<file path="config.mk">
export PLATFORM = sky130hd
export DESIGN_NAME = riscv_ctrl
export DESIGN_NICKNAME = d
export VERILOG_FILES = /design/src/common/ctrl_pkg.sv /design/src/hazard_unit.sv /design/src/fwd_unit.sv /design/src/ctrl_fsm/ctrl_fsm.sv /design/src/riscv_ctrl.sv
export SDC_FILE = /design/constraint.sdc
export NUM_CORES = 1
export LEC_CHECK = 0
export BUFFER_PORTS_ARGS = -buffer_cell sky130_fd_sc_hd__buf_2
export CAP_MARGIN = 20
export CORE_MARGIN = 2
export CORE_UTILIZATION = 41
export CTS_BUF_LIST = sky130_fd_sc_hd__clkbuf_4 sky130_fd_sc_hd__clkbuf_8
export DETAILED_ROUTE_END_ITERATION = 7
export PLACE_DENSITY = 0.88
export SKIP_CTS_REPAIR_TIMING = 1
export SYNTH_ARGS = -nofsm -noshare
export SYNTH_HDL_FRONTEND = slang
export SYNTH_SLANG_ARGS = --single-unit
</file>
<file path="constraint.sdc">
create_clock -name clk -period 4.6 [get_ports clk]
set_input_delay 0.46 -clock clk [delete_from_list [all_inputs] [get_ports clk]]
set_output_delay 0.46 -clock clk [all_outputs]
set_load 0.01 [all_outputs]
</file>
<file path="src/common/ctrl_pkg.sv">
// shared types for the core controller: fsm states, pc select, jump kind and operand source
package ctrl_pkg;

  //////////////////////////////////////////////////////////////////////
  // controller state machine
  //////////////////////////////////////////////////////////////////////

  // reset and boot come first so that an all-zero register is RESET
  typedef enum logic [2:0] {
    RESET       = 3'd0,
    BOOT_SET    = 3'd1,
    SLEEP       = 3'd2,
    FIRST_FETCH = 3'd3,
    DECODE      = 3'd4,
    FLUSH_EX    = 3'd5,
    FLUSH_WB    = 3'd6
  } ctrl_state_t;

  //////////////////////////////////////////////////////////////////////
  // fetch stage pc source
  //////////////////////////////////////////////////////////////////////

  // encoding matches the pc mux in the fetch stage
  // 3'b001 and 3'b111 are unused here
  typedef enum logic [2:0] {
    PC_BOOT      = 3'b000,
    PC_JUMP      = 3'b010,
    PC_BRANCH    = 3'b011,
    PC_EXCEPTION = 3'b100,
    PC_ERET      = 3'b101
  } pc_mux_t;

  //////////////////////////////////////////////////////////////////////
  // decoder jump classification
  //////////////////////////////////////////////////////////////////////

  // conditional branches resolve in EX, jal and jalr resolve in ID
  typedef enum logic [1:0] {
    BRANCH_NONE = 2'b00,
    BRANCH_JAL  = 2'b01,
    BRANCH_JALR = 2'b10,
    BRANCH_COND = 2'b11
  } jump_kind_t;

  //////////////////////////////////////////////////////////////////////
  // operand forwarding source
  //////////////////////////////////////////////////////////////////////

  // regfile read, alu result from EX, or writeback data
  typedef enum logic [1:0] {
    SEL_REGFILE = 2'b00,
    SEL_FW_EX   = 2'b01,
    SEL_FW_WB   = 2'b10
  } fw_sel_t;

endpackage

</file>
<file path="src/hazard_unit.sv">
// hazard unit: load-use and jump-register stalls, regfile write-enable deassert
`timescale 1ns/1ps

module hazard_unit (
  input  logic                 is_decoding_i,
  input  logic                 illegal_insn_i,
  input  logic                 data_req_ex_i,
  input  logic                 regfile_we_ex_i,
  input  logic                 regfile_we_wb_i,
  input  logic                 regfile_alu_we_fw_i,
  input  logic                 reg_d_wb_is_reg_a_i,
  input  logic                 reg_d_alu_is_reg_a_i,
  input  logic                 reg_d_alu_is_reg_b_i,
  input  ctrl_pkg::jump_kind_t jump_in_dec_i,
  output logic                 load_stall_o,
  output logic                 jr_stall_o,
  output logic                 deassert_we_o
);
  import ctrl_pkg::*;

  logic wb_hits_a;
  logic ex_hits_a;
  logic alu_hits_a;

  //////////////////////////////////////////////////////////////////////
  // load-use
  //////////////////////////////////////////////////////////////////////

  // load in EX writes a register read in ID, data not back yet
  assign load_stall_o = data_req_ex_i && regfile_we_ex_i &&
                        (reg_d_alu_is_reg_a_i || reg_d_alu_is_reg_b_i);

  //////////////////////////////////////////////////////////////////////
  // jump register
  //////////////////////////////////////////////////////////////////////

  // jalr target is computed in ID, so any pending write of rs1 blocks it
  assign wb_hits_a  = regfile_we_wb_i && reg_d_wb_is_reg_a_i;
  // EX and ALU writes share the same destination compare
  assign ex_hits_a  = regfile_we_ex_i && reg_d_alu_is_reg_a_i;
  assign alu_hits_a = regfile_alu_we_fw_i && reg_d_alu_is_reg_a_i;

  assign jr_stall_o = (jump_in_dec_i == BRANCH_JALR) &&
                      (wb_hits_a || ex_hits_a || alu_hits_a);

  //////////////////////////////////////////////////////////////////////
  // write-enable deassert
  //////////////////////////////////////////////////////////////////////

  // no regfile write from an instruction that is not really issued
  assign deassert_we_o = !is_decoding_i || illegal_insn_i ||
                         load_stall_o || jr_stall_o;

endmodule

</file>
<file path="src/fwd_unit.sv">
// forwarding unit: operand a and b source select from EX and WB write matches
`timescale 1ns/1ps

module fwd_unit (
  input  logic              regfile_we_wb_i,
  input  logic              regfile_alu_we_fw_i,
  input  logic              reg_d_wb_is_reg_a_i,
  input  logic              reg_d_wb_is_reg_b_i,
  input  logic              reg_d_alu_is_reg_a_i,
  input  logic              reg_d_alu_is_reg_b_i,
  output ctrl_pkg::fw_sel_t operand_a_fw_mux_sel_o,
  output ctrl_pkg::fw_sel_t operand_b_fw_mux_sel_o
);
  import ctrl_pkg::*;

  // priority pick for one operand
  // EX holds the younger result, so it beats WB
  function automatic fw_sel_t pick_src(input logic alu_hit, input logic wb_hit);
    fw_sel_t sel;
    if (alu_hit) begin
      sel = SEL_FW_EX;
    end else if (wb_hit) begin
      sel = SEL_FW_WB;
    end else begin
      sel = SEL_REGFILE;
    end
    return sel;
  endfunction

  //////////////////////////////////////////////////////////////////////
  // per operand select
  //////////////////////////////////////////////////////////////////////

  // a match only counts when that stage really writes the regfile
  assign operand_a_fw_mux_sel_o = pick_src(regfile_alu_we_fw_i && reg_d_alu_is_reg_a_i,
                                           regfile_we_wb_i && reg_d_wb_is_reg_a_i);

  assign operand_b_fw_mux_sel_o = pick_src(regfile_alu_we_fw_i && reg_d_alu_is_reg_b_i,
                                           regfile_we_wb_i && reg_d_wb_is_reg_b_i);

endmodule

</file>
<file path="src/ctrl_fsm/ctrl_fsm.sv">
// core control fsm: boot, decode, flush and sleep with pc redirection and exception strobes
`timescale 1ns/1ps

module ctrl_fsm (
  input  logic                 clk,
  input  logic                 rst_n,
  input  logic                 fetch_enable_i,
  input  logic                 instr_valid_i,
  input  logic                 eret_insn_i,
  input  logic                 pipe_flush_i,
  input  logic                 branch_taken_ex_i,
  input  ctrl_pkg::jump_kind_t jump_in_dec_i,
  input  logic                 exc_req_i,
  input  logic                 ext_req_i,
  input  logic                 id_ready_i,
  input  logic                 ex_valid_i,
  input  logic                 jr_stall_i,
  output logic                 ctrl_busy_o,
  output logic                 is_decoding_o,
  output logic                 instr_req_o,
  output logic                 pc_set_o,
  output ctrl_pkg::pc_mux_t    pc_mux_o,
  output logic                 exc_ack_o,
  output logic                 exc_save_if_o,
  output logic                 exc_save_id_o,
  output logic                 exc_save_takenbranch_o,
  output logic                 exc_restore_id_o,
  output logic                 halt_if_o,
  output logic                 halt_id_o
);
  import ctrl_pkg::*;

  ctrl_state_t state_q, state_d;
  // set once a jump or eret has redirected the pc for the instruction in ID
  logic jump_done_q, jump_done_d;
  logic is_jump;

  assign is_jump = (jump_in_dec_i == BRANCH_JAL) || (jump_in_dec_i == BRANCH_JALR);

  //////////////////////////////////////////////////////////////////////
  // next state and output decode
  //////////////////////////////////////////////////////////////////////
  always_comb begin
    // defaults: busy and fetching, no redirect
    state_d                = state_q;
    jump_done_d            = jump_done_q;
    ctrl_busy_o            = 1'b1;
    is_decoding_o          = 1'b0;
    instr_req_o            = 1'b1;
    pc_set_o               = 1'b0;
    pc_mux_o               = PC_BOOT;
    exc_ack_o              = 1'b0;
    exc_save_if_o          = 1'b0;
    exc_save_id_o          = 1'b0;
    exc_save_takenbranch_o = 1'b0;
    exc_restore_id_o       = 1'b0;
    halt_if_o              = 1'b0;
    halt_id_o              = 1'b0;

    unique case (state_q)
      // idle after reset until the core is enabled
      RESET: begin
        ctrl_busy_o = 1'b0;
        instr_req_o = 1'b0;
        if (fetch_enable_i) begin
          state_d = BOOT_SET;
        end
      end

      // load the boot address into the fetch pc, one cycle
      BOOT_SET: begin
        pc_set_o = 1'b1;
        pc_mux_o = PC_BOOT;
        state_d  = FIRST_FETCH;
      end

      // pipeline is empty, wait for enable or an interrupt
      SLEEP: begin
        ctrl_busy_o = 1'b0;
        instr_req_o = 1'b0;
        halt_if_o   = 1'b1;
        halt_id_o   = 1'b1;
        if (fetch_enable_i || exc_req_i) begin
          state_d = FIRST_FETCH;
        end
      end

      // first instruction on its way, stay here while IF misses
      FIRST_FETCH: begin
        if (id_ready_i) begin
          state_d = DECODE;
        end
        // interrupt on wake-up: nothing in ID yet, so save the IF pc
        if (exc_req_i) begin
          pc_set_o      = 1'b1;
          pc_mux_o      = PC_EXCEPTION;
          exc_ack_o     = 1'b1;
          exc_save_if_o = 1'b1;
        end
      end

      DECODE: begin
        // only decode when no taken branch in EX kills the ID instruction
        if (instr_valid_i && !branch_taken_ex_i) begin
          is_decoding_o = 1'b1;

          if (is_jump) begin
            pc_mux_o = PC_JUMP;
            // jalr waits for its base register, and redirect only once
            if (!jr_stall_i && !jump_done_q) begin
              pc_set_o    = 1'b1;
              jump_done_d = 1'b1;
            end
          end else if (exc_req_i) begin
            // exception taken on the instruction in ID
            pc_set_o      = 1'b1;
            pc_mux_o      = PC_EXCEPTION;
            exc_ack_o     = 1'b1;
            exc_save_id_o = 1'b1;
          end

          // return from exception, restore the saved pc
          if (eret_insn_i) begin
            pc_mux_o         = PC_ERET;
            exc_restore_id_o = 1'b1;
            if (!jump_done_q) begin
              pc_set_o    = 1'b1;
              jump_done_d = 1'b1;
            end
          end

          // wfi style flush, also eret back into sleep
          if (pipe_flush_i || (eret_insn_i && !fetch_enable_i)) begin
            halt_if_o = 1'b1;
            halt_id_o = 1'b1;
            state_d   = FLUSH_EX;
          end
        end

        // empty ID slot: interrupt resumes at the IF pc
        if (!instr_valid_i && !branch_taken_ex_i && ext_req_i) begin
          pc_set_o      = 1'b1;
          pc_mux_o      = PC_EXCEPTION;
          exc_ack_o     = 1'b1;
          exc_save_if_o = 1'b1;
          // keep the bubble out of EX
          halt_id_o     = 1'b1;
        end

        // taken branch in EX overrides anything decoded in ID
        if (branch_taken_ex_i) begin
          pc_set_o      = 1'b1;
          pc_mux_o      = PC_BRANCH;
          is_decoding_o = 1'b0;
          // interrupt resumes at the branch target
          if (ext_req_i) begin
            pc_mux_o               = PC_EXCEPTION;
            exc_ack_o              = 1'b1;
            exc_save_takenbranch_o = 1'b1;
            halt_id_o              = 1'b1;
          end
        end
      end

      // nop into EX until the last instruction leaves it
      FLUSH_EX: begin
        halt_if_o = 1'b1;
        halt_id_o = 1'b1;
        if (ex_valid_i) begin
          state_d = FLUSH_WB;
        end
      end

      // one more cycle for WB, then resume or sleep
      FLUSH_WB: begin
        halt_if_o = 1'b1;
        halt_id_o = 1'b1;
        if (fetch_enable_i) begin
          halt_if_o = 1'b0;
          state_d   = DECODE;
        end else begin
          state_d = SLEEP;
        end
      end

      default: begin
        instr_req_o = 1'b0;
        state_d     = RESET;
      end
    endcase
  end

  //////////////////////////////////////////////////////////////////////
  // state and jump-done registers
  //////////////////////////////////////////////////////////////////////
  always_ff @(posedge clk or negedge rst_n) begin
    if (!rst_n) begin
      state_q     <= RESET;
      jump_done_q <= 1'b0;
    end else begin
      state_q     <= state_d;
      // ID moving on means a new instruction, so the flag is cleared
      jump_done_q <= jump_done_d & ~id_ready_i;
    end
  end

endmodule

</file>
<file path="src/riscv_ctrl.sv">
// controller top: fsm, hazard unit and forwarding unit on loose ports
`timescale 1ns/1ps

module riscv_ctrl (
  input  logic                 clk,
  input  logic                 rst_n,
  input  logic                 fetch_enable_i,
  input  logic                 illegal_insn_i,
  input  logic                 eret_insn_i,
  input  logic                 pipe_flush_i,
  input  logic                 instr_valid_i,
  input  logic                 data_req_ex_i,
  input  logic                 branch_taken_ex_i,
  input  ctrl_pkg::jump_kind_t jump_in_dec_i,
  input  logic                 exc_req_i,
  input  logic                 ext_req_i,
  input  logic                 regfile_we_ex_i,
  input  logic                 regfile_we_wb_i,
  input  logic                 regfile_alu_we_fw_i,
  input  logic                 reg_d_wb_is_reg_a_i,
  input  logic                 reg_d_wb_is_reg_b_i,
  input  logic                 reg_d_alu_is_reg_a_i,
  input  logic                 reg_d_alu_is_reg_b_i,
  input  logic                 id_ready_i,
  input  logic                 ex_valid_i,
  output logic                 ctrl_busy_o,
  output logic                 is_decoding_o,
  output logic                 instr_req_o,
  output logic                 pc_set_o,
  output ctrl_pkg::pc_mux_t    pc_mux_o,
  output logic                 exc_ack_o,
  output logic                 exc_save_if_o,
  output logic                 exc_save_id_o,
  output logic                 exc_save_takenbranch_o,
  output logic                 exc_restore_id_o,
  output logic                 halt_if_o,
  output logic                 halt_id_o,
  output logic                 deassert_we_o,
  output logic                 load_stall_o,
  output logic                 jr_stall_o,
  output ctrl_pkg::fw_sel_t    operand_a_fw_mux_sel_o,
  output ctrl_pkg::fw_sel_t    operand_b_fw_mux_sel_o
);

  //////////////////////////////////////////////////////////////////////
  // control fsm
  //////////////////////////////////////////////////////////////////////

  // jr stall comes back from the hazard unit to hold the jalr redirect
  ctrl_fsm u_fsm (
    .clk                    (clk),
    .rst_n                  (rst_n),
    .fetch_enable_i         (fetch_enable_i),
    .instr_valid_i          (instr_valid_i),
    .eret_insn_i            (eret_insn_i),
    .pipe_flush_i           (pipe_flush_i),
    .branch_taken_ex_i      (branch_taken_ex_i),
    .jump_in_dec_i          (jump_in_dec_i),
    .exc_req_i              (exc_req_i),
    .ext_req_i              (ext_req_i),
    .id_ready_i             (id_ready_i),
    .ex_valid_i             (ex_valid_i),
    .jr_stall_i             (jr_stall_o),
    .ctrl_busy_o            (ctrl_busy_o),
    .is_decoding_o          (is_decoding_o),
    .instr_req_o            (instr_req_o),
    .pc_set_o               (pc_set_o),
    .pc_mux_o               (pc_mux_o),
    .exc_ack_o              (exc_ack_o),
    .exc_save_if_o          (exc_save_if_o),
    .exc_save_id_o          (exc_save_id_o),
    .exc_save_takenbranch_o (exc_save_takenbranch_o),
    .exc_restore_id_o       (exc_restore_id_o),
    .halt_if_o              (halt_if_o),
    .halt_id_o              (halt_id_o)
  );

  //////////////////////////////////////////////////////////////////////
  // hazards on the decode side
  //////////////////////////////////////////////////////////////////////
  hazard_unit u_hazard (
    .is_decoding_i        (is_decoding_o),
    .illegal_insn_i       (illegal_insn_i),
    .data_req_ex_i        (data_req_ex_i),
    .regfile_we_ex_i      (regfile_we_ex_i),
    .regfile_we_wb_i      (regfile_we_wb_i),
    .regfile_alu_we_fw_i  (regfile_alu_we_fw_i),
    .reg_d_wb_is_reg_a_i  (reg_d_wb_is_reg_a_i),
    .reg_d_alu_is_reg_a_i (reg_d_alu_is_reg_a_i),
    .reg_d_alu_is_reg_b_i (reg_d_alu_is_reg_b_i),
    .jump_in_dec_i        (jump_in_dec_i),
    .load_stall_o         (load_stall_o),
    .jr_stall_o           (jr_stall_o),
    .deassert_we_o        (deassert_we_o)
  );

  // operand sources for EX, purely from the match flags
  fwd_unit u_fwd (
    .regfile_we_wb_i        (regfile_we_wb_i),
    .regfile_alu_we_fw_i    (regfile_alu_we_fw_i),
    .reg_d_wb_is_reg_a_i    (reg_d_wb_is_reg_a_i),
    .reg_d_wb_is_reg_b_i    (reg_d_wb_is_reg_b_i),
    .reg_d_alu_is_reg_a_i   (reg_d_alu_is_reg_a_i),
    .reg_d_alu_is_reg_b_i   (reg_d_alu_is_reg_b_i),
    .operand_a_fw_mux_sel_o (operand_a_fw_mux_sel_o),
    .operand_b_fw_mux_sel_o (operand_b_fw_mux_sel_o)
  );

endmodule

</file>
==> results.toml, run 1 <==
[run_status]
status = "complete, no violations"

[drt]
drcViolationCount = 0
via_count = 759
wl_per_cell_um = 11.9
dr.first_iter.drc_count = 21
drt-total-wl_um = 1650
ant_nets = 0
viasPerCell = 5.46
drt_pre_antenna_iters = 4

[global_route]
grt_pass1_wl_um = 2230
gr-total-overflow = 0
antenna_found_initial = 0
grt_usage = 0.195
grt_pass1_vias = 572
grt_max_degree = 16

[floorplan]
core_area_um2 = 1300
num_rows = 13
dieHeight_um = 41.3
initial_core_util = 0.439
die_x_um = 41.3
ios = 43
dieArea_um2 = 1710

[sta]
rsz0062_at_grt = "false"
clock.fmax_mhz = 389
fin_crit_sh = 0.559
slew-limit-headroom = 0.751
fin_crit_ps = 2570
setup_tns_ps = 0
hold_viol = 0
setup_violations = 0
worst_pin_slew_ps = 374
finalMaxSlewViolations = 0
skew_ps = 7.95

[cts]
cts_tree = "yes"
cts_root_buf = "clkbuf_4"
cts_buffers = 3
clk_latency_ps = 240
clkSinkCount = 4
h-tree-depth = 1
clock_path_buffers = 2
clkTransAtPathRegs_ps = 40

[yosys]
synth_top_cell_area_share = 0.175
seq_area_frac_synth = 0.175
synthMuxAreaShare = 0
syn-cell-area_um2 = 572
synth_seq_cells = 4
ys_types = 34
yosys.area_share.simple = 0.389
synth_top_area_cell = "dfrtp_1"
synth_top_family_by_area = "simple AND/OR/NAND/NOR gates"
postSynthCellCount = 85
syn-num-nets = 108
syn_area_per_cell_um2 = 6.73
synth_xor_area_frac = 0
synthAdderAreaFrac = 0.0219
yosys_warnings = 0
synth_compound_area_frac = 0.328
ys_top_cells_by_area = "dfrtp_1, a21oi_1, nor2_1, o21ai_0, nand2_1"

[placed_design]
place.gp.congestion = 0.757
dpl-instance-area_um2 = 767
io_buffers = 42
dpl.cell_count = 136
hpwl_um = 1380

[final_layout]
diodes = 0
final_cell_mix = "buf_2, a21oi_1, nor2_1, nand2_1, o21ai_0"
synthToLayoutAreaGrowth_pct = 38.1
nFillCells = 128
fin_cells = 139
nNetsFinal = 149
final_cell_area_um2 = 790
layout-drive-gt1-share = 0.387
final_common_cell = "buf_2"

[critical_path]
end_kind = "output pin"
path_max_fanout = 15
slowest_stage = "or3b_1"
cp-start-kind = "register"
cpPeakStageDelay_ps = 570
cp.required_ps = 4140
cp.arrival_ps = 2110
criticalPathCategory = "register to output pin"
worstPathCellList = "or3b_1 -> nor2_4 -> or4b_1 -> buf_2"

[hold_path]
min_path_type = "input pin to asynchronous set/reset pin"

[run]
cap_viol_max_count = 0

[pwr]
p_leak_nw = 0.421
power_mw = 0.325
powerDensity_nw_per_um2 = 412
max-vdd-ir-drop_uv = 287
[stage by stage]
step / hold WS [ps] / setup WS, ps / util
2_1_floorplan: 164 / 2590 / -
3_3_place_gp: 265 / 2370 / 0.589
3_5_place_dp: 270 / 2290 / 0.589
4_1_cts: 14.0 / 2030 / 0.607
5_1_grt: 14.6 / 1940 / 0.607
6_report: 20.0 / 2030 / 0.607
[flip-flops by register name (all words and copies together) (netlist names)]
name,count
u_fsm.jump_done_q,1
u_fsm.state_q,3
[kinds of logic after synthesis]
| kind of cell | after synthesis |
|---|---|
| buffers and inverters | 10 |
| AOI/OAI and AO/OA | 29 |
| DFF | 4 |
| and+or+nand+nor | 41 |
| adders and majority gates | 1 |
[critical path, delay by kind of cell, from the launching register on]
| family | cells | cell delay (ps) |
|---|---|---|
| AND/OR/NAND/NOR | 3 | 1210 |
| buffers and inverters | 1 | 160 |
| flip-flops | 1 | 500 |
[cell usage after synthesis]
library cell,number
a211o_1,2
a211oi_1,1
a21boi_0,1
a21oi_1,10
a22o_1,1
a311oi_1,1
and2_1,4
and3_1,1
and3b_1,1
buf_4,1
buf_6,1
clkbuf_1,4
dfrtp_1,4
ha_1,1
inv_1,4
nand2_1,9
nand2b_1,4
nand3_1,2
nand3b_1,1
nor2_1,10
nor2_4,1
nor2b_1,1
nor3_1,1
nor3b_1,2
o211a_1,1
o21ai_0,7
o21ba_2,1
o311ai_1,1
o31a_1,1
o31ai_1,2
or2_2,1
or3_1,1
or3b_1,1
or4b_1,1
[worst paths after layout]
check | startpoint | to | slack (ps) | cells past startpoint
min | rst_n | u_fsm.state_q[2] | 20 | 1
max | u_fsm.state_q[0] | deassert_we_o | 2030 | 4
max reg2reg | u_fsm.state_q[0] | u_fsm.state_q[0] | 3040 | 2
min reg2reg | u_fsm.jump_done_q | u_fsm.jump_done_q | 500 | 2
max in group asynchronous | rst_n | u_fsm.jump_done_q | 4450 | 1
min in group clk | id_ready_i | u_fsm.jump_done_q | 430 | 2
[routing by layer]
| layer | part of all wire | global-route usage |
|---|---|---|
| met1 | 0.38 | 0.214 |
| met3 | 0.11 | 0 |
| met2 | 0.52 | 0.395 |
| met4 | 0 | 0.0726 |
| met5 | 0 | 0 |
[power by group]
part           internal, mW  total [mW]  switching (mW)
combinational        0.0966       0.195          0.0982
clock                0.0292      0.0439          0.0147
sequential           0.0483      0.0864          0.0381
total                 0.174       0.325           0.151
[layout make-up]
type | instances | area [um^2] | area share
Multi-Input combinational cell | 71 | 423 | 0.536
Timing Repair Buffer | 42 | 210 | 0.266
Sequential cell | 4 | 100 | 0.127
Clock buffer | 3 | 22.5 | 0.0285
Tap cell | 15 | 18.8 | 0.0238
Inverter | 4 | 15.0 | 0.0190
Note: power is estimated with default switching activity, not from simulation.
==> run 2, diff against run 1 <==
clock period = 2.5 ns   (was 4.6 ns; I/O delays follow)
==> run 2 against run 1 <==
Effect of this change:
- power rose by 86%
- critical path type unchanged
- highest routed layer unchanged
- critical path depth unchanged
- non-clock buffer count increased by 1
- clock power grew 80%
- first-iteration DRC count fell by 19%
- sequential cell count unchanged
- clock skew decreased by 7.6 ps
- largest cell class unchanged
- global-route usage grew 1.4 points
- worst hold slack better by 200 ps
- clock-buffer cell count did not move
- via count increased by 1.1%
==> results.toml, run 2 (synthesis results as in run 1) <==
[run_status]
status = "complete, no violations"

[final_layout]
nFillCells = 142
nNetsFinal = 150
final_cell_area_um2 = 800
synthToLayoutAreaGrowth_pct = 39.8
multi_input_area_um2 = 423
final_common_cell = "buf_2"
largest-register = "u_fsm.state_q"
regArea_um2 = 100
largest_registers = "u_fsm.state_q: 3 flops, u_fsm.jump_done_q: 1 flops"
layout-drive-gt1-share = 0.384
final_cell_mix = "buf_2, a21oi_1, nor2_1, nand2_1, o21ai_0"
largest_register_ffs = 3
diodes = 0

[sta]
slew-limit-headroom = 0.744
setup_violations = 0
worst_pin_slew_ps = 384
fin_crit_sh = 0.926
rsz0062_at_grt = "false"
hold_viol = 0
skew_ps = 0.384
finalMaxSlewViolations = 0
setup_tns_ps = 0
clock.fmax_mhz = 432
fin_crit_ps = 2320

[critical_path]
cp.arrival_ps = 2070
cpPeakStageDelay_ps = 570
end_kind = "output pin"
path_buf_inv = 1
slowest_stage = "or3b_1"
criticalPathCategory = "register to output pin"
worstPathCellList = "or3b_1 -> nor2_4 -> or4b_1 -> buf_2"
cpLargestDelayFamily = "simple AND/OR/NAND/NOR gates"
cp.required_ps = 2250
cp-start-kind = "register"
path_max_fanout = 15

[global_route]
busiest_layer = "met2"
use_met2 = 0.391
antenna_found_initial = 0
grt_pass1_wl_um = 2330
grt.met3_usage = 0.0319
grt_max_degree = 16
gr-total-overflow = 0
grt_usage = 0.209
grt_pass1_vias = 564
use_met1 = 0.237

[floorplan]
dieArea_um2 = 1710
die_x_um = 41.3
dieHeight_um = 41.3
num_rows = 13
initial_core_util = 0.439
core_area_um2 = 1300
ios = 43

[placed_design]
hpwl_um = 1370
place.gp.congestion = 0.765
dpl-instance-area_um2 = 767
io_buffers = 42

[drt]
drt-total-wl_um = 1660
wl_per_cell_um = 11.9
drt_pre_antenna_iters = 4
ant_nets = 0
via_count = 767
dr.first_iter.drc_count = 17
drcViolationCount = 0
viasPerCell = 5.48

[pwr]
powerDensity_nw_per_um2 = 756
p_leak_nw = 0.425
max-vdd-ir-drop_uv = 669

[cts]
h-tree-depth = 1
cts_buffers = 3
clock_path_buffers = 2
clkTransAtPathRegs_ps = 40
cts_root_buf = "clkbuf_4"
clkSinkCount = 4
cts_tree = "yes"
clk_latency_ps = 230

[hold_path]
min_path_type = "input pin to register"

[run]
cap_viol_max_count = 0
## run 2: cell count changes in the layout (fill, tap and decap cells not counted)
cell and delta:
dlygate4sd3_1 +1
## run 2: metrics by stage
step / hold WS (ps) / cells / utilization / power, mW / setup slack, ps
6_report: 216 / 140 / 0.614 / 0.605 / 185
5_1_grt: 210 / 140 / 0.614 / 0.673 / 43.3
4_1_cts: -193 / 139 / 0.607 / 0.608 / 177
3_5_place_dp: 59.6 / 136 / 0.589 / 0.522 / 433
3_3_place_gp: 55.0 / 136 / 0.589 / 0.503 / 480
2_1_floorplan: -45.6 / 85 / - / 0.398 / 700
## run 2: worst reg2reg max path, cell delays in order, from the launching register on
cell and delay [ps]:
dfrtp_1 510, or3b_1 570, o311ai_1 390
## run 2: path summary, 6_finish.rpt
| path | start | end | slack [ps] | depth (start not counted) |
|---|---|---|---|---|
| setup / recovery | u_fsm.state_q[0] | deassert_we_o | 180 | 4 |
| hold / removal | id_ready_i | u_fsm.jump_done_q | 220 | 2 |
| setup reg to reg | u_fsm.state_q[0] | u_fsm.state_q[0] | 910 | 2 |
| hold reg to reg | u_fsm.jump_done_q | u_fsm.jump_done_q | 490 | 2 |
| max in group asynchronous | rst_n | u_fsm.state_q[0] | 2020 | 2 |
| min in group asynchronous | rst_n | u_fsm.state_q[1] | 360 | 2 |
## run 2: power by group
part / internal [mW] / switching [mW]
sequential: 0.0888 / 0.0736
clock: 0.0536 / 0.0252
combinational: 0.179 / 0.185
## run 2: area by class of cell
class / count / area share
clock buffers: 3 / 0.0282
inverters: 4 / 0.0188
multi-input cells: 71 / 0.529
flip-flops and latches: 4 / 0.125
well taps: 15 / 0.0235
repair buffers: 43 / 0.275
## run 2: metal layers
layer	routed length (um)	vias to the layer above
li1	-	385
met1	675	351
met2	854	31
met3	130	0
met4	0	0
met5	0	-
==> run 3, diff against run 2 <==
CORE_UTILIZATION = 32   (was 41)
PLACE_DENSITY = 0.72   (was 0.88)
==> run 3 against run 2 <==
Effect of this change:
- critical path depth is the same
- first-iteration DRC count shrank 18%
- worst setup slack lost 22 ps
- critical endpoint unchanged
==> results.toml, run 3 (synthesis results as in run 1) <==
[sta]
finalMaxSlewViolations = 0
setup_violations = 0
hold_viol = 0
worst_pin_slew_ps = 414
fin_crit_ps = 2340
skew_ps = 3.58
clock.fmax_mhz = 428
setup_tns_ps = 0
fin_crit_sh = 0.935
slew-limit-headroom = 0.724
rsz0062_at_grt = "false"

[cts]
clkTransAtPathRegs_ps = 40
clk_latency_ps = 240
h-tree-depth = 1
cts_root_buf = "clkbuf_4"
clock_path_buffers = 2
clkSinkCount = 4
cts_tree = "yes"
cts_buffers = 3

[floorplan]
ios = 43
dieHeight_um = 46.3
core_area_um2 = 1710
dieArea_um2 = 2140
initial_core_util = 0.335
num_rows = 15
die_x_um = 46.3

[final_layout]
nFillCells = 190
largest_registers = "u_fsm.state_q: 3 flops, u_fsm.jump_done_q: 1 flops"
nNetsFinal = 150
layout-drive-gt1-share = 0.384
final_common_cell = "buf_2"
largest-register = "u_fsm.state_q"
diodes = 0
final_cell_mix = "buf_2, a21oi_1, nor2_1, nand2_1, o21ai_0"
synthToLayoutAreaGrowth_pct = 42.0
largest_register_ffs = 3

[drt]
dr.first_iter.drc_count = 14
wl_per_cell_um = 11.0
drt_pre_antenna_iters = 4
via_count = 769
drcViolationCount = 0
viasPerCell = 5.13
ant_nets = 0
drt-total-wl_um = 1650

[placed_design]
io_buffers = 42
hpwl_um = 1320
place.gp.congestion = 0.767

[critical_path]
end_kind = "output pin"
cp.arrival_ps = 2090
criticalPathCategory = "register to output pin"
path_max_fanout = 15
cp-start-kind = "register"
r2r_slack_ps = 970
cp.required_ps = 2250

[pwr]
powerDensity_nw_per_um2 = 740
power_mw = 0.600
p_leak_nw = 0.425
max-vdd-ir-drop_uv = 389

[hold_path]
min_path_type = "input pin to register"

[global_route]
grt_pass1_vias = 602
antenna_found_initial = 0
grt_usage = 0.156
gr-total-overflow = 0
grt_pass1_wl_um = 2370
grt_max_degree = 16

[run]
cap_viol_max_count = 0

[run_status]
status = "complete, no violations"
-- run 3: cell counts in the layout (fill, tap and decap cells not counted) --
Identical to the previous run, type by type.
-- run 3: final timing paths --
kind / from / end / cells after the start
max in group asynchronous: rst_n / u_fsm.state_q[0] / 2
setup / recovery: u_fsm.state_q[0] / deassert_we_o / 4
hold reg to reg: u_fsm.jump_done_q / u_fsm.jump_done_q / 2
setup reg to reg: u_fsm.state_q[0] / u_fsm.state_q[0] / 2
min in group asynchronous: rst_n / u_fsm.jump_done_q / 2
hold / removal: id_ready_i / u_fsm.jump_done_q / 2
-- run 3: cell type report --
type	count	area, um^2	area share
clock buffer	3	22.5	0.0277
sequential	4	100	0.123
multi-input combinational	71	423	0.521
timing repair buffer	43	220	0.271
tap	25	31.3	0.0385
inverter	4	15.0	0.0185
-- run 3: stage by stage --
step                      worst slack [ps]  hold slack, ps   util  cell area, um^2  cells
after floorplan                        700           -45.6      -              572     85
after global placement                 466            57.8  0.456              779    146
after detailed placement               401            59.2  0.456              779    146
after CTS                              147            -196  0.470              802    149
after global routing                  46.9             207  0.475              812    150
final                                  163             216  0.475              812    150
-- run 3: routing by layer --
metal / share of wire / GRT usage
met5: 0 / 0
met4: 0.0085 / 0.0514
met3: 0.090 / 0.0627
met2: 0.46 / 0.267
met1: 0.44 / 0.175
-- run 3: critical path: stages (launching register included) --
cell	delay, ps
dfrtp_1	510
or3b_1	570
nor2_4	180
or4b_1	440
buf_2	150
-- run 3: power breakdown --
group          switching (mW)  internal, mW
sequential             0.0762        0.0887
clock                  0.0293        0.0539
combinational           0.174         0.178
total                   0.279         0.321
